File: config.mk
export PLATFORM = sky130hd
export DESIGN_NAME = ccu_sys
export DESIGN_NICKNAME = d
export VERILOG_FILES = /design/src/design/ccu_pkg.sv /design/src/design/isa_ram.sv /design/src/design/cfg_decode.sv /design/src/design/ccu_ctrl.sv /design/src/design/ccu_sys.sv
export SDC_FILE = /design/constraint.sdc
export NUM_CORES = 2
export LEC_CHECK = 0
export BUFFER_PORTS_ARGS = -buffer_cell sky130_fd_sc_hd__buf_4
export CORE_ASPECT_RATIO = 0.6
export CORE_UTILIZATION = 31
export CTS_BUF_LIST = sky130_fd_sc_hd__clkbuf_16
export CTS_CLUSTER_DIAMETER = 50
export DETAILED_ROUTE_END_ITERATION = 6
export PLACE_DENSITY = 0.48
export SYNTH_ARGS = -nofsm -noshare
export SYNTH_HDL_FRONTEND = slang
export SYNTH_SLANG_ARGS = --single-unit
export TNS_END_PERCENT = 10
File: constraint.sdc
create_clock -name clk -period 22.2 [get_ports clk]
set_input_delay 1.11 -clock clk [delete_from_list [all_inputs] [get_ports clk]]
set_output_delay 1.11 -clock clk [all_outputs]
set_load 0.02 [all_outputs]
File: src/design/ccu_pkg.sv
// Shared sizes, opcodes, state codes and instruction word views for the CCU.
// Every design file refers to these by scoped name, for example ccu_pkg::OP_CONV.
package ccu_pkg;

    // ============================================================
    // Sizes
    // ============================================================
    localparam int ISA_WORD_W = 96;
    localparam int ISA_ADDR_W = 4;
    localparam int ISA_DEPTH  = 16;
    // Extra MSB marks a wrap
    localparam int PTR_W      = ISA_ADDR_W + 1;
    localparam int OPC_W      = 3;
    localparam int WIDX_W     = 2;
    localparam int ST_W       = 3;

    // Opcodes, low 3 bits of a layer's first word
    localparam logic [OPC_W-1:0] OP_ARRAY = 3'd0;
    localparam logic [OPC_W-1:0] OP_CONV  = 3'd1;
    localparam logic [OPC_W-1:0] OP_FC    = 3'd2;
    localparam logic [OPC_W-1:0] OP_POOL  = 3'd3;

    // Words per layer
    localparam logic [WIDX_W-1:0] WORDS_CONV = 2'd2;
    localparam logic [WIDX_W-1:0] WORDS_ONE  = 2'd1;

    // Controller FSM codes
    localparam logic [ST_W-1:0] ST_IDLE      = 3'd0;
    localparam logic [ST_W-1:0] ST_ARRAY_CFG = 3'd1;
    localparam logic [ST_W-1:0] ST_LY_CFG    = 3'd2;
    localparam logic [ST_W-1:0] ST_LY_ISSUE  = 3'd3;
    localparam logic [ST_W-1:0] ST_LY_WORK   = 3'd4;
    localparam logic [ST_W-1:0] ST_FNH       = 3'd5;

    // ============================================================
    // Instruction word views, MSB first
    // ============================================================
    typedef struct packed {
        logic [52:0]      pad;
        logic [7:0]       ly_num;
        logic [31:0]      base_addr;
        logic [OPC_W-1:0] opcode;
    } array_view_t;

    // CONV word 0 (ch is chi) and FC (ch is cho)
    typedef struct packed {
        logic             pad;
        logic [11:0]      ch;
        logic [15:0]      nip;
        logic [31:0]      wgt_addr;
        logic [31:0]      dat_addr;
        logic [OPC_W-1:0] opcode;
    } layer_view_t;

    typedef struct packed {
        logic [36:0]      pad;
        logic [7:0]       pool_k;
        logic [15:0]      nip;
        logic [31:0]      dat_addr;
        logic [OPC_W-1:0] opcode;
    } pool_view_t;

    // CONV word 1, carries no opcode
    typedef struct packed {
        logic [45:0] pad;
        logic [1:0]  mode;
        logic [7:0]  zp;
        logic [7:0]  shift;
        logic [19:0] scale;
        logic [11:0] cho;
    } quant_view_t;

    typedef union packed {
        array_view_t arr;
        layer_view_t ly;
        pool_view_t  pool;
        quant_view_t quant;
    } cfg_word_u;

endpackage

File: src/design/isa_ram.sv
// Instruction buffer for the CCU, one write port and one synchronous read port.
// Read data appears the cycle after rd_en.
module isa_ram (
    input  logic                           clk,
    input  logic                           we,
    input  logic [ccu_pkg::ISA_ADDR_W-1:0] wr_addr,
    input  logic [ccu_pkg::ISA_WORD_W-1:0] wr_data,
    input  logic                           rd_en,
    input  logic [ccu_pkg::ISA_ADDR_W-1:0] rd_addr,
    output logic [ccu_pkg::ISA_WORD_W-1:0] rd_data
);

    // Storage array, contents undefined until written
    logic [ccu_pkg::ISA_WORD_W-1:0] mem [ccu_pkg::ISA_DEPTH];

    // Write port
    always_ff @(posedge clk) begin
        if (we) begin
            mem[wr_addr] <= wr_data;
        end
    end

    // Registered read, holds last word when idle
    always_ff @(posedge clk) begin
        if (rd_en) begin
            rd_data <= mem[rd_addr];
        end
    end

endmodule

File: src/design/cfg_decode.sv
// Turns instruction words from the buffer into registered layer configuration.
// Counts words per layer and raises ly_ready on the last word of each layer.
// Fields not defined by the current opcode are cleared to 0.
module cfg_decode (
    input  logic                      clk,
    input  logic                      rst_n,
    input  logic                      rd_data_vld,
    input  ccu_pkg::cfg_word_u        rd_data,
    output logic                      ly_ready,
    output logic [ccu_pkg::OPC_W-1:0] op,
    output logic [7:0]                ly_num,
    output logic [31:0]               base_addr,
    output logic [31:0]               dat_addr,
    output logic [31:0]               wgt_addr,
    output logic [15:0]               nip,
    output logic [11:0]               chi,
    output logic [11:0]               cho,
    output logic [7:0]                pool_k,
    output logic [7:0]                sya_shift,
    output logic [7:0]                sya_zp,
    output logic [19:0]               sya_scale,
    output logic [1:0]                sya_mode
);

    logic [ccu_pkg::WIDX_W-1:0] word_idx;
    logic [ccu_pkg::WIDX_W-1:0] n_words;
    logic [ccu_pkg::OPC_W-1:0]  cur_opc;
    logic                       first_word;

    // ============================================================
    // Word counting
    // ============================================================
    assign first_word = (word_idx == '0);
    // Opcode comes from the word itself only on the first word
    assign cur_opc    = first_word ? rd_data.arr.opcode : op;
    assign n_words    = (cur_opc == ccu_pkg::OP_CONV) ? ccu_pkg::WORDS_CONV : ccu_pkg::WORDS_ONE;
    assign ly_ready   = rd_data_vld && (word_idx == n_words - 2'd1);

    always_ff @(posedge clk or negedge rst_n) begin
        if (!rst_n) begin
            word_idx <= '0;
            op       <= '0;
        end else if (rd_data_vld) begin
            // Wrap to 0 after the layer's last word
            word_idx <= ly_ready ? '0 : word_idx + 2'd1;
            if (first_word) begin
                op <= cur_opc;
            end
        end
    end

    // ============================================================
    // Field registers
    // ============================================================
    always_ff @(posedge clk or negedge rst_n) begin
        if (!rst_n) begin
            ly_num    <= '0;
            base_addr <= '0;
            dat_addr  <= '0;
            wgt_addr  <= '0;
            nip       <= '0;
            chi       <= '0;
            cho       <= '0;
            pool_k    <= '0;
            sya_shift <= '0;
            sya_zp    <= '0;
            sya_scale <= '0;
            sya_mode  <= '0;
        end else if (rd_data_vld && first_word) begin
            case (rd_data.arr.opcode)
                // Program header, layer fields untouched
                ccu_pkg::OP_ARRAY: begin
                    base_addr <= rd_data.arr.base_addr;
                    ly_num    <= rd_data.arr.ly_num;
                end
                // Quant fields and cho follow in word 1
                ccu_pkg::OP_CONV: begin
                    dat_addr <= rd_data.ly.dat_addr;
                    wgt_addr <= rd_data.ly.wgt_addr;
                    nip      <= rd_data.ly.nip;
                    chi      <= rd_data.ly.ch;
                    pool_k   <= '0;
                end
                ccu_pkg::OP_FC: begin
                    dat_addr  <= rd_data.ly.dat_addr;
                    wgt_addr  <= rd_data.ly.wgt_addr;
                    nip       <= rd_data.ly.nip;
                    cho       <= rd_data.ly.ch;
                    chi       <= '0;
                    pool_k    <= '0;
                    sya_shift <= '0;
                    sya_zp    <= '0;
                    sya_scale <= '0;
                    sya_mode  <= '0;
                end
                ccu_pkg::OP_POOL: begin
                    dat_addr  <= rd_data.pool.dat_addr;
                    nip       <= rd_data.pool.nip;
                    pool_k    <= rd_data.pool.pool_k;
                    wgt_addr  <= '0;
                    chi       <= '0;
                    cho       <= '0;
                    sya_shift <= '0;
                    sya_zp    <= '0;
                    sya_scale <= '0;
                    sya_mode  <= '0;
                end
                // Unknown opcode, nothing loaded
                default: ;
            endcase
        end else if (rd_data_vld) begin
            // CONV word 1
            cho       <= rd_data.quant.cho;
            sya_scale <= rd_data.quant.scale;
            sya_shift <= rd_data.quant.shift;
            sya_zp    <= rd_data.quant.zp;
            sya_mode  <= rd_data.quant.mode;
        end
    end

endmodule

File: src/design/ccu_ctrl.sv
// CCU controller: main FSM, buffer pointers and single in-flight read issue.
// Offers each decoded layer to the GLB over cfg_vld/cfg_rdy and generates
// port_rst, sya_start and done.
module ccu_ctrl (
    input  logic                           clk,
    input  logic                           rst_n,
    input  logic                           start,
    input  logic                           dat_vld,
    output logic                           dat_rdy,
    output logic                           we,
    output logic [ccu_pkg::ISA_ADDR_W-1:0] wr_addr,
    output logic                           rd_en,
    output logic [ccu_pkg::ISA_ADDR_W-1:0] rd_addr,
    output logic                           rd_data_vld,
    input  logic                           ly_ready,
    input  logic [ccu_pkg::OPC_W-1:0]      op,
    input  logic [7:0]                     ly_num,
    output logic                           cfg_vld,
    input  logic                           cfg_rdy,
    output logic                           port_rst,
    output logic                           sya_start,
    input  logic                           port_fnh,
    output logic                           done
);

    logic [ccu_pkg::ST_W-1:0]  state;
    logic [ccu_pkg::ST_W-1:0]  next_state;
    logic [ccu_pkg::PTR_W-1:0] wr_ptr;
    logic [ccu_pkg::PTR_W-1:0] rd_ptr;
    logic                      full;
    logic                      empty;
    logic                      want_rd;
    logic                      cfg_acc;
    logic                      arr_done;
    logic [7:0]                ly_left;
    logic [7:0]                ly_left_cur;

    // ============================================================
    // Buffer pointers
    // ============================================================
    // Same index with opposite wrap bit means full
    assign full    = (wr_ptr[ccu_pkg::ISA_ADDR_W] != rd_ptr[ccu_pkg::ISA_ADDR_W]) &&
                     (wr_ptr[ccu_pkg::ISA_ADDR_W-1:0] == rd_ptr[ccu_pkg::ISA_ADDR_W-1:0]);
    assign empty   = (wr_ptr == rd_ptr);
    assign dat_rdy = !full;
    assign we      = dat_vld && dat_rdy;
    assign wr_addr = wr_ptr[ccu_pkg::ISA_ADDR_W-1:0];
    assign rd_addr = rd_ptr[ccu_pkg::ISA_ADDR_W-1:0];

    // Reads only while collecting words, one at a time
    assign want_rd = (state == ccu_pkg::ST_ARRAY_CFG) || (state == ccu_pkg::ST_LY_CFG) ||
                     ((state == ccu_pkg::ST_FNH) && (ly_left_cur != 8'd0));
    assign rd_en   = want_rd && !empty && !rd_data_vld;

    always_ff @(posedge clk or negedge rst_n) begin
        if (!rst_n) begin
            wr_ptr      <= '0;
            rd_ptr      <= '0;
            rd_data_vld <= 1'b0;
        end else begin
            if (we) begin
                wr_ptr <= wr_ptr + 1'b1;
            end
            if (rd_en) begin
                rd_ptr <= rd_ptr + 1'b1;
            end
            // Buffer data lands one cycle after the read
            rd_data_vld <= rd_en;
        end
    end

    // ============================================================
    // FSM
    // ============================================================
    assign cfg_vld     = (state == ccu_pkg::ST_LY_ISSUE);
    assign cfg_acc     = cfg_vld && cfg_rdy;
    // ly_num is registered by the decoder, so take it one cycle after the ARRAY word
    assign ly_left_cur = arr_done ? ly_num : ly_left;
    assign done        = (state == ccu_pkg::ST_FNH) && (ly_left_cur == 8'd0);

    always_comb begin
        next_state = state;
        case (state)
            ccu_pkg::ST_IDLE:      if (start) next_state = ccu_pkg::ST_ARRAY_CFG;
            ccu_pkg::ST_ARRAY_CFG: if (ly_ready) next_state = ccu_pkg::ST_FNH;
            ccu_pkg::ST_LY_CFG:    if (ly_ready) next_state = ccu_pkg::ST_LY_ISSUE;
            ccu_pkg::ST_LY_ISSUE:  if (cfg_rdy) next_state = ccu_pkg::ST_LY_WORK;
            ccu_pkg::ST_LY_WORK:   if (port_fnh) next_state = ccu_pkg::ST_FNH;
            // Decide between next layer and end of program
            ccu_pkg::ST_FNH: begin
                if (ly_left_cur == 8'd0) begin
                    next_state = ccu_pkg::ST_IDLE;
                end else begin
                    next_state = ccu_pkg::ST_LY_CFG;
                end
            end
            default:               next_state = ccu_pkg::ST_IDLE;
        endcase
    end

    always_ff @(posedge clk or negedge rst_n) begin
        if (!rst_n) begin
            state <= ccu_pkg::ST_IDLE;
        end else begin
            state <= next_state;
        end
    end

    // ============================================================
    // Layer counting and pulses
    // ============================================================
    always_ff @(posedge clk or negedge rst_n) begin
        if (!rst_n) begin
            arr_done  <= 1'b0;
            ly_left   <= '0;
            port_rst  <= 1'b0;
            sya_start <= 1'b0;
        end else begin
            arr_done <= (state == ccu_pkg::ST_ARRAY_CFG) && ly_ready;
            // One count per layer started
            if ((state == ccu_pkg::ST_FNH) && (ly_left_cur != 8'd0)) begin
                ly_left <= ly_left_cur - 8'd1;
            end
            port_rst  <= cfg_acc;
            // Systolic array runs only for compute layers
            sya_start <= cfg_acc && ((op == ccu_pkg::OP_CONV) || (op == ccu_pkg::OP_FC));
        end
    end

endmodule

File: src/design/ccu_sys.sv
// CCU top level: controller, instruction buffer and configuration decoder.
// Host writes words on dat/dat_vld/dat_rdy, GLB takes layers on cfg_vld/cfg_rdy.
module ccu_sys (
    input  logic                           clk,
    input  logic                           rst_n,
    input  logic                           start,
    input  logic [ccu_pkg::ISA_WORD_W-1:0] dat,
    input  logic                           dat_vld,
    output logic                           dat_rdy,
    output logic                           cfg_vld,
    input  logic                           cfg_rdy,
    output logic [ccu_pkg::OPC_W-1:0]      op,
    output logic [31:0]                    base_addr,
    output logic [31:0]                    dat_addr,
    output logic [31:0]                    wgt_addr,
    output logic [15:0]                    nip,
    output logic [11:0]                    chi,
    output logic [11:0]                    cho,
    output logic [7:0]                     pool_k,
    output logic [7:0]                     sya_shift,
    output logic [7:0]                     sya_zp,
    output logic [19:0]                    sya_scale,
    output logic [1:0]                     sya_mode,
    output logic                           sya_start,
    output logic                           port_rst,
    input  logic                           port_fnh,
    output logic                           done
);

    // Buffer side
    logic                           we;
    logic [ccu_pkg::ISA_ADDR_W-1:0] wr_addr;
    logic                           rd_en;
    logic [ccu_pkg::ISA_ADDR_W-1:0] rd_addr;
    logic [ccu_pkg::ISA_WORD_W-1:0] rd_data;
    logic                           rd_data_vld;
    // Decoder status
    logic                           ly_ready;
    logic [7:0]                     ly_num;

    ccu_ctrl u_ccu_ctrl (
        .clk         (clk),
        .rst_n       (rst_n),
        .start       (start),
        .dat_vld     (dat_vld),
        .dat_rdy     (dat_rdy),
        .we          (we),
        .wr_addr     (wr_addr),
        .rd_en       (rd_en),
        .rd_addr     (rd_addr),
        .rd_data_vld (rd_data_vld),
        .ly_ready    (ly_ready),
        .op          (op),
        .ly_num      (ly_num),
        .cfg_vld     (cfg_vld),
        .cfg_rdy     (cfg_rdy),
        .port_rst    (port_rst),
        .sya_start   (sya_start),
        .port_fnh    (port_fnh),
        .done        (done)
    );

    isa_ram u_isa_ram (
        .clk     (clk),
        .we      (we),
        .wr_addr (wr_addr),
        .wr_data (dat),
        .rd_en   (rd_en),
        .rd_addr (rd_addr),
        .rd_data (rd_data)
    );

    cfg_decode u_cfg_decode (
        .clk         (clk),
        .rst_n       (rst_n),
        .rd_data_vld (rd_data_vld),
        .rd_data     (rd_data),
        .ly_ready    (ly_ready),
        .op          (op),
        .ly_num      (ly_num),
        .base_addr   (base_addr),
        .dat_addr    (dat_addr),
        .wgt_addr    (wgt_addr),
        .nip         (nip),
        .chi         (chi),
        .cho         (cho),
        .pool_k      (pool_k),
        .sya_shift   (sya_shift),
        .sya_zp      (sya_zp),
        .sya_scale   (sya_scale),
        .sya_mode    (sya_mode)
    );

endmodule

; ---- Word level (Yosys, flattened, before mapping)
; Memories as Yosys holds them, arrays and structs flattened. A register that Yosys moved wholly into a read port is not among the register bits.
; Index checks and enable logic that the tools add are counted.
[word_totals]
regBits = 220
output_inout_bits = 190
n_memories = 1
wordCells = 117
ram_bits = 1536
in_bits = 102
[memory_table]
columns = memory, depth, width, rd, rd_ports_with_merged_regs, write_ports, line_no
row1 = u_isa_ram.mem, 16, 96, 1, 1, 1, isa_ram.sv:14  ; logic [ccu_pkg::ISA_WORD_W-1:0] mem [ccu_pkg::ISA_DEPTH];
[op_classes]
add_sub_neg = 5
muxes = 31
reduce_logical = 36
n_eq_ne = 22
[ops]
columns = cell, n
row1 = one-hot mux 32 bit (2 select lines), 1
row2 = two-way mux 20 bit, 3
row3 = two-way mux 8 bit, 6
row4 = one-hot mux 12 bit (2 select lines), 2
row5 = one-hot mux 16 bit (2 select lines), 1
row6 = two-way mux 12 bit, 2
row7 = two-way mux 3 bit, 6
row8 = one-hot mux 3 bit (6 select lines), 1
row9 = one-hot mux 8 bit (2 select lines), 1
row10 = equality test 3 x 2 -> 1 bit (second input constant), 5
row11 = AND reduction 2 bit, 7
row12 = equality test 3 x 1 -> 1 bit (second input constant), 4
row13 = two-way mux 2 bit, 6
row14 = logical AND 1 bit, 11
row15 = adder 5 x 1 -> 5 bit (second input constant), 2
row16 = logical NOT 8 bit, 1
row17 = != test 2 bit (second input constant), 4
row18 = nonzero test 8 bit, 1
row19 = subtractor 8 x 1 -> 8 bit (second input constant), 1
row20 = equality test 3 bit (second input constant), 2
row21 = logical NOT 3 bit, 2
row22 = nonzero test 2 bit, 3
row23 = equality test 5 bit, 1
row24 = AND reduction 5 bit, 1
row25 = 13 further kinds, 20

; ---- Logic depth before layout (Yosys ltp)
[logic_depth]
word_depth = 9
depth_mapped = 11
ltp_nobuf = 7

; ---- Hierarchy
; Synthesis repeated with hierarchy kept, for this count alone.
[unflattened]
cells_unflattened = 3218
hier_area_um2 = 70128.5
[modules_own_cells]
columns = module, seq_area_each_um2, n_inst, cells_per_inst, area_each_um2
row1 = isa_ram, 49007.0, 1, 2460, 60316.6
row2 = cfg_decode, 4879.7, 1, 598, 8167.8
row3 = ccu_ctrl, 625.6, 1, 160, 1644.1

; ---- Least setup slack after synthesis
; No wires, ideal clock.
[synth_path]
path_type = input -> register
startpoint = input dat_vld
endpoint = memory u_isa_ram.mem[3][0] (netlist bit), enable pin
t_arrival_ns = 8.189
path_buffers = 0
path_stages = 3
required_time_ns = 21.535
setup_ns = 0.665
path_slack_ns = 13.345
path_cell_list = a21boi_1 nand2_1 nor3_1
[synth_via]
elab_chain_len = 3
[synth_lines]
columns = item, line_no
row1 = from (decl), ccu_sys.sv:8  ; input logic dat_vld,
row2 = logical AND 1 bit, ccu_ctrl.sv:46  ; assign we = dat_vld && dat_rdy;
row3 = two-way mux 1 bit, isa_ram.sv:18  ; if (we) begin
row4 = two-way mux 1 bit (not written as such), isa_ram.sv:19  ; mem[wr_addr] <= wr_data;
row5 = to (decl), isa_ram.sv:14
; No other way between the ends.

; ---- Final worst setup path
[layout_path]
startpoint = register u_ccu_ctrl.rd_ptr[2] (netlist bit)
endpoint = memory u_isa_ram.mem[8][39] (netlist bit), enable pin
[layout_via]
elab_chain_len = 6
[layout_lines]
columns = item, line_no
row1 = from (decl), ccu_ctrl.sv:29  ; logic [ccu_pkg::PTR_W-1:0] rd_ptr;
row2 = from (signal assigned), ccu_ctrl.sv:65  ; rd_ptr <= rd_ptr + 1'b1;
row3 = equality test 4 bit, ccu_ctrl.sv:43  ; (wr_ptr[ccu_pkg::ISA_ADDR_W-1:0] == rd_ptr[ccu_pkg::ISA_ADDR_W-1:0]);
row4 = logical AND 1 bit, ccu_ctrl.sv:42  ; assign full = (wr_ptr[ccu_pkg::ISA_ADDR_W] != rd_ptr[ccu_pkg::ISA_ADDR_W]) &&
row5 = logical NOT 1 bit, ccu_ctrl.sv:45  ; assign dat_rdy = !full;
row6 = logical AND 1 bit, ccu_ctrl.sv:46
row7 = two-way mux 1 bit, isa_ram.sv:18
row8 = two-way mux 1 bit (not written as such), isa_ram.sv:19
; No other way between the ends.

==> impl_results.md <==
* Hold Crit Class: in2async
* #FFs+latches synth at 1835
* Period utilization at 24.8%
* CORE AREA at about 220000 um2
* Initial DRC Count at slightly above 3k
* Main synth FF type: edfxtp_1
* Design area at 81200 um2
* Placer Congestion at 0.708
* Netlist Area Pre-Place at slightly below 70000 um2
* Startpoint Class: register
* Global route total overflow at 0
* Yosys warns at 0
* Setup_tns at 0 ns
* Final nets at 3877
* Critical-path maximum fanout at 47
* CTS Root Cell: clkbuf_16
* First-pass GRT wire length at 265 mm
* Die area at about 230000 um2
* Clock Skew at 0.0650 ns
* Row count at around 130
* Status: finished, violations left
* Crit. End Element: register
* Cell variety after synth at 51
* Failing checks: design-rule violations
* PnR worst setup slack at 16.70 ns
* Synth top area cells: edfxtp_1 70%, mux4_2 12%, dfrtp_1 7.9%, nand2_1 1.5%, mux2i_1 1.4%
* Die X at a little over 600 um
* Peak VDD IR at 105 uV
* CTS Hold Bufs at 0
* Power Total at 11.1 mW
* Initial core utilization at between 30% and 40%
* Final setup fails at 0
* Seq/Total Area, Yosys at 77.6%
* Post-synthesis average cell area at 20.4 um2
* H-Tree Depth at 4
* Ys async rst share at 12.0%
* Max-slew violation count at 0
* Critical path type: reg2reg
* Syn-to-layout area delta at 16.7%
* Vias/cell at just under 5
* Worst Max-Slew Pin Slew at 1.18 ns
* Die Y at 369 um
* CTS tree: done
* Largest net degree at the start of global routing at between 100 and 150
* Layout Utilization at 36.5%
* Clock Path Buffers at 4
* Tmin final at 5.50 ns
* Cells on worst reg2reg path at 7
* Max-cap violations at 0
* Clk slew on worst S/H paths at around 0.060 ns
* Vias after detailed routing at 33.9k
* Cells after synthesis at 3410
* Setup bufs post-CTS at 0
* First-pass detailed-route iteration total at 7
* TritonCTS Buffers at 188
* FF-to-FF Start: u_ccu_ctrl.rd_ptr[2]
* Post_cts resized at 0
* DP Wirelength at 101 mm
* GRT Total Usage at 16.2%
* Initial antenna violation count at 17
* CP arrival at between 5 and 6 ns
* Final hold vios at 0
* Top Ports at between 200 and 300
* Critical path required time at approximately 23 ns
* FMAX at 182 MHz
* Largest area contributor in the netlist: edfxtp_1
* Slew Limit Headroom at 20.9%
* DRT antenna net count at 0
* Drt wl/cell at 26.9 um
* Total Wirelength at 186 mm
* PwrDens at 136 nW/um2
* Crit path from: u_ccu_ctrl.rd_ptr[2]
* Clock Sinks at 1835
* Unrepaired setup endpoints after global routing: false
* Drt drc at 8
* Post-synth net total at 3519
* Synth top area share at between 60% and 70%
* Pre-CTS WS at approximately 17 ns
* Port-buffer cells at 290
* Post-synth EDFFs at 1615
* Vias in the first global route at 34.9k
* Clock Latency Late Sink at 0.84 ns
* Placed cell areas at 75400 um2
* Share of cells above drive strength 1 at around 28%
* Static Leak at around 27 nW
## synthesized netlist by cell type (all sizes together) (42+ instances only)
cell type     n
mux4        380
nand3        59
a211oi       96
mux2i        99
dfrtp       220
nor2b        98
mux2         42
clkbuf      115
a21oi       110
buf          80
nand2       272
nor2         43
edfxtp     1615
## layout make-up
type	instances	area, um2
Antenna cell	5	12.5
Timing Repair Buffer	363	2800
Multi-Input combinational cell	1368	14800
Tap cell	2992	3740
Sequential cell	1835	54000
Clock buffer	193	4830
Inverter	12	50.0
Fill cell	20600	141000
Clock inverter	143	900
## layout by cell type, fill, tap and decap left out, types with 4 or more instances in the layout
cell type      n
edfxtp_1    1615
mux4_2       380
buf_4        357
nand2_1      270
dfrtp_1      216
clkbuf_16    193
a21oi_1      110
mux2i_1       99
nor2b_1       97
a211oi_1      96
nand3_1       59
inv_1         50
clkinv_2      42
mux2_2        41
a22o_1        39
clkinv_1      33
nor2_1        30
o21ai_0       21
a31oi_1       19
nor2_4        12
and3_1        12
xor2_1        10
xnor2_1        9
clkinvlp_4     8
bufinv_16      8
ha_1           7
inv_6          6
diode_2        5
nor3_2         5
buf_12         5
nor4_1         4
o31ai_1        4
nor3_1         4
dfrtp_4        4
## cell families (layout without fill, tap and decap cells)
family | Yosys count | after routing | share of synthesized area (%)
compound gates | 305 | 305 | 2.88
xor+xnor | 19 | 19 | 0.239
fa+ha+maj | 7 | 7 | 0.126
buf+inv | 207 | 711 | 1.27
flops | 1835 | 1835 | 77.6
mux | 521 | 521 | 14.4
other cells | 0 | 5 | 0
simple gates | 516 | 516 | 3.43
## final timing paths
check	endpoint	slack, ns
worst max-delay path	u_isa_ram.mem[8][39]	16.70
worst min-delay path	u_cfg_decode.dat_addr[14]	0.32
worst max register to register	u_isa_ram.mem[8][39]	16.70
worst min register to register	u_cfg_decode.chi[0]	0.47
max in group asynchronous	u_cfg_decode.wgt_addr[25]	20.51
min in group clk	u_cfg_decode.chi[0]	0.47
## power by group
part / total (mW) / internal (mW) / switching [mW] / leakage [nW]
logic: 3.19 / 1.32 / 1.87 / 6.99
clock network: 3.00 / 1.67 / 1.33 / 2.98
registers: 4.86 / 4.42 / 0.435 / 17.4
total: 11.1 / 7.41 / 3.64 / 27.4
## sequential cells by signal, summed over array words and instances (netlist names), 5 cells and up
register                count
u_ccu_ctrl.ly_left          8
u_ccu_ctrl.rd_ptr           5
u_ccu_ctrl.wr_ptr           5
u_cfg_decode.base_addr     32
u_cfg_decode.chi           12
u_cfg_decode.cho           12
u_cfg_decode.dat_addr      32
u_cfg_decode.ly_num         8
u_cfg_decode.nip           16
u_cfg_decode.pool_k         8
u_cfg_decode.sya_scale     20
u_cfg_decode.sya_shift      8
u_cfg_decode.sya_zp         8
u_cfg_decode.wgt_addr      32
u_isa_ram.mem            1520
u_isa_ram.rd_data          95
## metrics by stage
stage | cells | hold WS (ns)
floorplan | 3410 | 0.443
global route | 6906 | 0.356
global placement | 6570 | 0.455
CTS | 6906 | 0.307
finish | 6911 | 0.323
detailed placement | 6570 | 0.461
## per-layer routing
metal,part of all wire (%),GRT usage (%)
met5,0.019,0
met4,1.8,3.29
met2,47,26.0
met3,4.1,2.43
met1,47,23.4
## critical path, cell delays in order, from the launching register on
cell	delay [ns]
dfrtp_4	1.06
xor2_1	0.21
nor4_1	0.11
a21boi_1	0.62
nand2_1	0.40
nor2_4	0.79
buf_4	0.85
buf_4	0.91
Power figures use the tool's default switching activity.
